<file path="src/common/vision_pkg.sv">
package vision_pkg;

    // Channel and counter widths
    localparam int color_w = 4;   // RGB444, one nibble per channel
    localparam int count_w = 18;  // Enough for a full 320x240 frame

    // Orange colour window, applied per channel
    localparam logic [color_w-1:0] orange_red_min   = 4'd12;
    localparam logic [color_w-1:0] orange_green_min = 4'd4;
    localparam logic [color_w-1:0] orange_green_max = 4'd9;
    localparam logic [color_w-1:0] orange_blue_max  = 4'd4;

    // Direction reported at the end of each frame
    typedef enum logic [2:0] {
        dir_none   = 3'b000,
        dir_left   = 3'b001,
        dir_right  = 3'b010,
        dir_center = 3'b011
    } dir_t;

endpackage

</file>
<file path="src/hw/orange_classifier.sv">
`timescale 1ns/1ps

module orange_classifier import vision_pkg::*; (
    input  logic               clk,
    input  logic               rst_n,
    input  logic               pix_valid,
    input  logic [color_w-1:0] red,
    input  logic [color_w-1:0] green,
    input  logic [color_w-1:0] blue,
    output logic               orange_valid,
    output logic               is_orange
);

    logic red_ok;
    logic green_ok;
    logic blue_ok;
    logic match;

    // Per-channel window checks
    always_comb begin
        red_ok   = (red >= orange_red_min);
        green_ok = (green >= orange_green_min) && (green <= orange_green_max);
        blue_ok  = (blue <= orange_blue_max);
        match    = red_ok && green_ok && blue_ok;
    end

    always_ff @(posedge clk or negedge rst_n) begin
        if (!rst_n) begin
            orange_valid <= 1'b0;
            is_orange    <= 1'b0;
        end else begin
            orange_valid <= pix_valid;  // One cycle behind the pixel
            if (pix_valid) begin
                is_orange <= match;
            end
        end
    end

endmodule

</file>
<file path="src/hw/orange_tracker_top.sv">
`timescale 1ns/1ps

module orange_tracker_top import vision_pkg::*; #(
    parameter int img_width        = 320,
    parameter int img_height       = 240,
    parameter int left_end         = 70,
    parameter int right_start      = 290,
    parameter int threshold_pixels = 768
) (
    input  logic               clk,
    input  logic               rst_n,
    input  logic               href,
    input  logic [7:0]         cam_data,
    output logic               orange_detected,
    output dir_t               direction,
    output logic [count_w-1:0] orange_count,
    output logic               frame_valid
);

    logic               pix_valid;
    logic [color_w-1:0] red;
    logic [color_w-1:0] green;
    logic [color_w-1:0] blue;
    logic               orange_valid;
    logic               is_orange;
    logic               frame_done;
    logic [count_w-1:0] count_left;
    logic [count_w-1:0] count_center;
    logic [count_w-1:0] count_right;
    logic [count_w-1:0] count_total;

    // Byte pairing
    pixel_capture u_capture (
        .clk       (clk),
        .rst_n     (rst_n),
        .href      (href),
        .cam_data  (cam_data),
        .pix_valid (pix_valid),
        .red       (red),
        .green     (green),
        .blue      (blue)
    );

    orange_classifier u_classifier (
        .clk          (clk),
        .rst_n        (rst_n),
        .pix_valid    (pix_valid),
        .red          (red),
        .green        (green),
        .blue         (blue),
        .orange_valid (orange_valid),
        .is_orange    (is_orange)
    );

    zone_accumulator #(
        .img_width   (img_width),
        .img_height  (img_height),
        .left_end    (left_end),
        .right_start (right_start)
    ) u_accumulator (
        .clk          (clk),
        .rst_n        (rst_n),
        .orange_valid (orange_valid),
        .is_orange    (is_orange),
        .frame_done   (frame_done),
        .count_left   (count_left),
        .count_center (count_center),
        .count_right  (count_right),
        .count_total  (count_total)
    );

    // Frame decision and outputs
    direction_decider #(
        .threshold_pixels (threshold_pixels)
    ) u_decider (
        .clk             (clk),
        .rst_n           (rst_n),
        .frame_done      (frame_done),
        .count_left      (count_left),
        .count_center    (count_center),
        .count_right     (count_right),
        .count_total     (count_total),
        .orange_detected (orange_detected),
        .direction       (direction),
        .orange_count    (orange_count),
        .frame_valid     (frame_valid)
    );

endmodule

</file>
<file path="src/hw/pixel_capture.sv">
`timescale 1ns/1ps

module pixel_capture import vision_pkg::*; (
    input  logic               clk,
    input  logic               rst_n,
    input  logic               href,
    input  logic [7:0]         cam_data,
    output logic               pix_valid,
    output logic [color_w-1:0] red,
    output logic [color_w-1:0] green,
    output logic [color_w-1:0] blue
);

    logic               href_q;      // Registered href
    logic [7:0]         data_q;      // Registered camera byte
    logic               byte_phase;  // 0 first byte, 1 second byte
    logic [color_w-1:0] red_hold;    // Red nibble of the first byte

    // Input stage and byte phase
    always_ff @(posedge clk or negedge rst_n) begin
        if (!rst_n) begin
            href_q     <= 1'b0;
            byte_phase <= 1'b0;
            pix_valid  <= 1'b0;
        end else begin
            href_q    <= href;
            pix_valid <= 1'b0;
            if (href_q) begin
                byte_phase <= ~byte_phase;
                if (byte_phase) begin
                    pix_valid <= 1'b1;  // Second byte completes the pixel
                end
            end else begin
                byte_phase <= 1'b0;     // Drops any half pixel
            end
        end
    end

    // Payload path
    always_ff @(posedge clk) begin
        data_q <= cam_data;
        if (href_q && !byte_phase) begin
            red_hold <= data_q[3:0];
        end
        if (href_q && byte_phase) begin
            red   <= red_hold;
            green <= data_q[7:4];
            blue  <= data_q[3:0];
        end
    end

endmodule

</file>
<file path="src/zone_classification/direction_decider.sv">
`timescale 1ns/1ps

module direction_decider import vision_pkg::*; #(
    parameter int threshold_pixels = 768
) (
    input  logic               clk,
    input  logic               rst_n,
    input  logic               frame_done,
    input  logic [count_w-1:0] count_left,
    input  logic [count_w-1:0] count_center,
    input  logic [count_w-1:0] count_right,
    input  logic [count_w-1:0] count_total,
    output logic               orange_detected,
    output dir_t               direction,
    output logic [count_w-1:0] orange_count,
    output logic               frame_valid
);

    logic detected;

    // Strictly above the threshold counts as a detection
    assign detected = count_total > count_w'(threshold_pixels);

    always_ff @(posedge clk or negedge rst_n) begin
        if (!rst_n) begin
            orange_detected <= 1'b0;
            direction       <= dir_none;
            orange_count    <= '0;
            frame_valid     <= 1'b0;
        end else begin
            frame_valid <= frame_done;
            if (frame_done) begin
                orange_count    <= count_total;
                orange_detected <= detected;
                if (detected) begin
                    // Priority right, center, left; a tie keeps the old value
                    if (count_right > count_left) begin
                        direction <= dir_right;
                    end else if (count_center > count_left && count_center > count_right) begin
                        direction <= dir_center;
                    end else if (count_left > count_right) begin
                        direction <= dir_left;
                    end
                end
            end
        end
    end

endmodule

</file>
<file path="src/zone_classification/zone_accumulator.sv">
`timescale 1ns/1ps

module zone_accumulator import vision_pkg::*; #(
    parameter int img_width   = 320,
    parameter int img_height  = 240,
    parameter int left_end    = 70,
    parameter int right_start = 290
) (
    input  logic               clk,
    input  logic               rst_n,
    input  logic               orange_valid,
    input  logic               is_orange,
    output logic               frame_done,
    output logic [count_w-1:0] count_left,
    output logic [count_w-1:0] count_center,
    output logic [count_w-1:0] count_right,
    output logic [count_w-1:0] count_total
);

    localparam int col_w = (img_width > 1) ? $clog2(img_width) : 1;
    localparam int row_w = (img_height > 1) ? $clog2(img_height) : 1;

    logic [col_w-1:0]   col_cnt;
    logic [row_w-1:0]   row_cnt;
    logic [count_w-1:0] run_left;
    logic [count_w-1:0] run_center;
    logic [count_w-1:0] run_right;
    logic [count_w-1:0] run_total;

    logic               in_left;
    logic               in_right;
    logic               in_center;
    logic               row_end;
    logic               frame_end;
    logic [count_w-1:0] next_left;
    logic [count_w-1:0] next_center;
    logic [count_w-1:0] next_right;
    logic [count_w-1:0] next_total;

    // Zone of the current column and running sums including this pixel
    always_comb begin
        in_left     = int'(col_cnt) < left_end;
        in_right    = int'(col_cnt) >= right_start;
        in_center   = !in_left && !in_right;
        row_end     = int'(col_cnt) == img_width - 1;
        frame_end   = row_end && (int'(row_cnt) == img_height - 1);
        next_left   = run_left + count_w'(is_orange && in_left);
        next_center = run_center + count_w'(is_orange && in_center);
        next_right  = run_right + count_w'(is_orange && in_right);
        next_total  = run_total + count_w'(is_orange);
    end

    always_ff @(posedge clk or negedge rst_n) begin
        if (!rst_n) begin
            col_cnt      <= '0;
            row_cnt      <= '0;
            run_left     <= '0;
            run_center   <= '0;
            run_right    <= '0;
            run_total    <= '0;
            frame_done   <= 1'b0;
            count_left   <= '0;
            count_center <= '0;
            count_right  <= '0;
            count_total  <= '0;
        end else begin
            frame_done <= orange_valid && frame_end;
            if (orange_valid) begin
                // Column and row position
                if (row_end) begin
                    col_cnt <= '0;
                    row_cnt <= frame_end ? '0 : row_cnt + 1'b1;
                end else begin
                    col_cnt <= col_cnt + 1'b1;
                end

                if (frame_end) begin
                    count_left   <= next_left;    // Last pixel included
                    count_center <= next_center;
                    count_right  <= next_right;
                    count_total  <= next_total;
                    run_left     <= '0;
                    run_center   <= '0;
                    run_right    <= '0;
                    run_total    <= '0;
                end else begin
                    run_left   <= next_left;
                    run_center <= next_center;
                    run_right  <= next_right;
                    run_total  <= next_total;
                end
            end
        end
    end

endmodule
</file>
<file path="config.mk">
export PLATFORM = sky130hd
export DESIGN_NAME = orange_tracker_top
export DESIGN_NICKNAME = d
export VERILOG_FILES = /design/src/common/vision_pkg.sv /design/src/hw/orange_classifier.sv /design/src/hw/orange_tracker_top.sv /design/src/hw/pixel_capture.sv /design/src/zone_classification/direction_decider.sv /design/src/zone_classification/zone_accumulator.sv
export SDC_FILE = /design/constraint.sdc
export NUM_CORES = 1
export LEC_CHECK = 0
export BUFFER_PORTS_ARGS = -buffer_cell sky130_fd_sc_hd__buf_2
export CORE_MARGIN = 3
export CORE_UTILIZATION = 59
export DETAILED_ROUTE_END_ITERATION = 16
export PLACE_DENSITY = 0.75
export SLEW_MARGIN = 10
export SYNTH_ARGS = -nofsm -noshare
export SYNTH_HDL_FRONTEND = slang
export SYNTH_SLANG_ARGS = --single-unit
</file>
<file path="constraint.sdc">
create_clock -name clk -period 3.99 [get_ports clk]
set_clock_uncertainty 0.05 [all_clocks]
set_input_delay 0.399 -clock clk [delete_from_list [all_inputs] [get_ports clk]]
set_output_delay 0.399 -clock clk [all_outputs]
set_load 0.01 [all_outputs]
</file>
==> results.yml <==
status:
  status: "finished, final reports clean"
sta:
  post-route-period-util_pct: 79.15
  relSlewSlack_pct: 4.265
  rsz0062_at_grt: "no"
  fin_crit_ps: 3158
  slew_violations: 0
  setup_violations: 0
  hold_slack_ps: 349.1
  hold_violations: 0
  worst_slew_pin_slew_ps: 1400
  setup_tns_ps: 0
  fmax_mhz: 316.6
critical_path:
  slowest_delay_ps: 500
  path_class: "reg2reg"
  crit_chain: "a2111o_1, a21oi_1, and3_1, ha_1, ha_1, nand3_1, nor3_1, nand3_1, xor2_1, o21ai_1"
  start_kind: "flip-flop"
  arrival_ps: 3470
  setup.worst_path.end_class: "flip-flop"
  cp_max_fo: 7
  crit_required_ps: 4310
  slowest_stage: "nor3_1"
routing:
  finalWirelength_um: 23350
  firstDrtPassIters: 5
  detail_route.wl_per_cell_um: 16.60
  ant_nets: 0
  route.detailed.drc: 0
  vias: 8126
  drt-initial-drc-count: 543
  via_per_inst: 5.780
floorplanning:
  start_util_pct: 60.60
  dieArea_sq_mm: 0.02031
  rows: 49
  core_region_area_sq_mm: 0.01815
  num_io_pins: 34
  die_w_um: 142.5
  die_y_um: 142.5
yosys:
  ys_async_sr_fraction_pct: 91.30
  yosysMostFrequentCell: "dfrtp_1"
  yosysUniqueCellTypes: 62
  synth_top_cell_by_area: "dfrtp_1"
  synth.net_count: 1208
  synth-adder-area-share_pct: 7.282
  synth_top_family_by_area: "simple AND/OR/NAND/NOR gates"
  ys_seq_elements: 207
  yosysSeqAreaShare_pct: 47.29
  avgSynthCellArea_sq_um: 9.706
  synth-compound-area-share_pct: 15.28
  ys.flop_type: "dfrtp_1"
  syn_area_sq_mm: 0.01100
  synth_common_cells: "dfrtp_1 (189), nand2_1 (184), o21ai_0 (103), ha_1 (64), inv_1 (57)"
  synthXorXnorAreaFrac_pct: 5.496
  synth_top_area_share_pct: 43.01
  synthMuxAreaShare_pct: 2.310
  yosys-top-cells-area: "dfrtp_1 (43%), ha_1 (7.3%), nand2_1 (6.3%)"
  synthSimpleGateAreaFrac_pct: 17.35
  yosys_warnings: 0
  syn-instance-count: 1133
  synth-edff-count: 11
clocking:
  htreeDepth: 1
  ctsRootBufferMaster: "clkbuf_16"
  cts.clk_slew.worst_paths_ps: 60
  cts_setup_buffers: 0
  post_cts_resized: 0
  cts_buffer_depth: 3
  clk_latency_ps: 520
  cts_buffers: 23
  cts_sinks: 207
  cts_tree: "yes"
cells_and_area:
  layout-drive-gt1-share_pct: 12.40
  antennaDiodeCount: 0
  nets: 1235
  syn2layout_area_growth_pct: 10.10
place:
  port_buffers: 31
  routabilityCongestion: 0.8939
  place_hpwl_um: 15500
global_routing:
  grt_overflow_total: 0
  antenna_found_initial: 0
  grt_max_degree: 108
  first_global_vias: 7999
  track_usage_pct: 23.69
  grt_pass1_wl_um: 39660
power_and_ir_drop:
  p_total_mw: 4.497
  p_per_area_mw_per_mm2: 371.4
  ir_drop_v: 0.0003472
  p_leak_nw: 5.295
flow_run:
  max_cap_violations: 0
min_path:
  min_path_type: "reg2reg"
==> critical path, delay by kind of cell (launching register included) <==
family	cells	cell delay (ps)
adders and majority gates	2	470
xor gates and xnor gates	1	160
DFF	1	480
AOI/OAI and AO/OA	3	690
and+or+nand+nor	4	1160
==> cells in the final DEF (no fill, tap or decap), types with 30 or more instances in the layout <==
cell,n
dfrtp_1,189
xnor2_1,43
o21ai_0,103
o21ai_1,43
nand2_1,184
ha_1,64
buf_2,30
a21oi_1,41
nor2_1,33
inv_1,57
==> final timing paths <==
path / end / startpoint / cells after the start / slack (ps)
hold reg to reg: u_classifier.orange_valid$_DFF_PN0_ / u_capture.pix_valid$_DFF_PN0_ / 0 / 350
setup reg to reg: u_accumulator.count_left[14]$_DFFE_PN0P_ / u_accumulator.col_cnt[2]$_DFFE_PN0P_ / 10 / 830
max in group asynchronous: u_accumulator.run_total[0]$_DFFE_PN0P_ / rst_n / 3 / 2500
setup / recovery: u_accumulator.count_left[14]$_DFFE_PN0P_ / u_accumulator.col_cnt[2]$_DFFE_PN0P_ / 10 / 830
min in group asynchronous: u_accumulator.count_right[4]$_DFFE_PN0P_ / rst_n / 2 / 480
hold / removal: u_classifier.orange_valid$_DFF_PN0_ / u_capture.pix_valid$_DFF_PN0_ / 0 / 350
==> logic make-up (layout without fill, tap and decap cells) <==
group / Yosys count / count (layout)
multiplexers: 23 / 23
buffers and inverters: 111 / 155
AND/OR/NAND/NOR: 379 / 379
XOR/XNOR: 69 / 69
AO/OA/AOI/OAI: 279 / 279
adder cells (fa/ha/maj): 64 / 64
other: 1 / 1
flip-flops: 207 / 207
==> stage by stage <==
step / util, % / setup slack [ps] / instance area [sq um] / std cells
final: 66.72 / 831.7 / 12110 / 1406
after global routing: 66.72 / 544.3 / 12110 / 1406
after CTS: 66.72 / 802.0 / 12110 / 1406
after detailed placement: 61.97 / 873.3 / 11250 / 1355
after global placement: 61.97 / 936.2 / 11250 / 1355
after floorplan: - / 1239 / 11000 / 1133
==> metal layers <==
layer	vias up	wire [um]	global-route usage [%]
li1	4030	-	-
met1	3912	11050	33.82
met2	146	10920	38.48
met3	38	859	3.394
met4	0	516	6.003
met5	-	0	0
==> state kept, by name, summed over array words and instances, names as in the netlist, 4 cells and up <==
name	count
u_capture.blue	4
u_accumulator.count_center	18
u_capture.data_q	7
u_accumulator.col_cnt	9
u_accumulator.run_right	18
u_accumulator.run_total	18
u_accumulator.count_total	18
u_accumulator.count_left	18
u_accumulator.row_cnt	8
u_accumulator.run_center	18
u_decider.orange_count	18
u_accumulator.run_left	18
u_accumulator.count_right	18
==> where the power goes <==
group          internal [mW]  switching, mW  leakage [nW]  total (mW)
clock                   1.30          0.859         0.379        2.16
sequential              2.15         0.0418          2.79        2.19
combinational         0.0503         0.0941          2.13       0.144
total                   3.50          0.995          5.29        4.50
==> layout make-up <==
type	instances	area, sq um
fillers	1421	6040
multi-input cells	815	5264
flip-flops and latches	207	5200
clock buffers	30	621.8
repair buffers	54	359.1
well taps	229	286.5
inverters	59	226.5
clock inverters	12	150.1
==> repair_timing <==
item	CTS	global route
hold endpoints to repair	80	0
hold buffers	9	0
endpoints found under the setup margin	0	0
No activity file was read; power rests on OpenSTA's default activity.
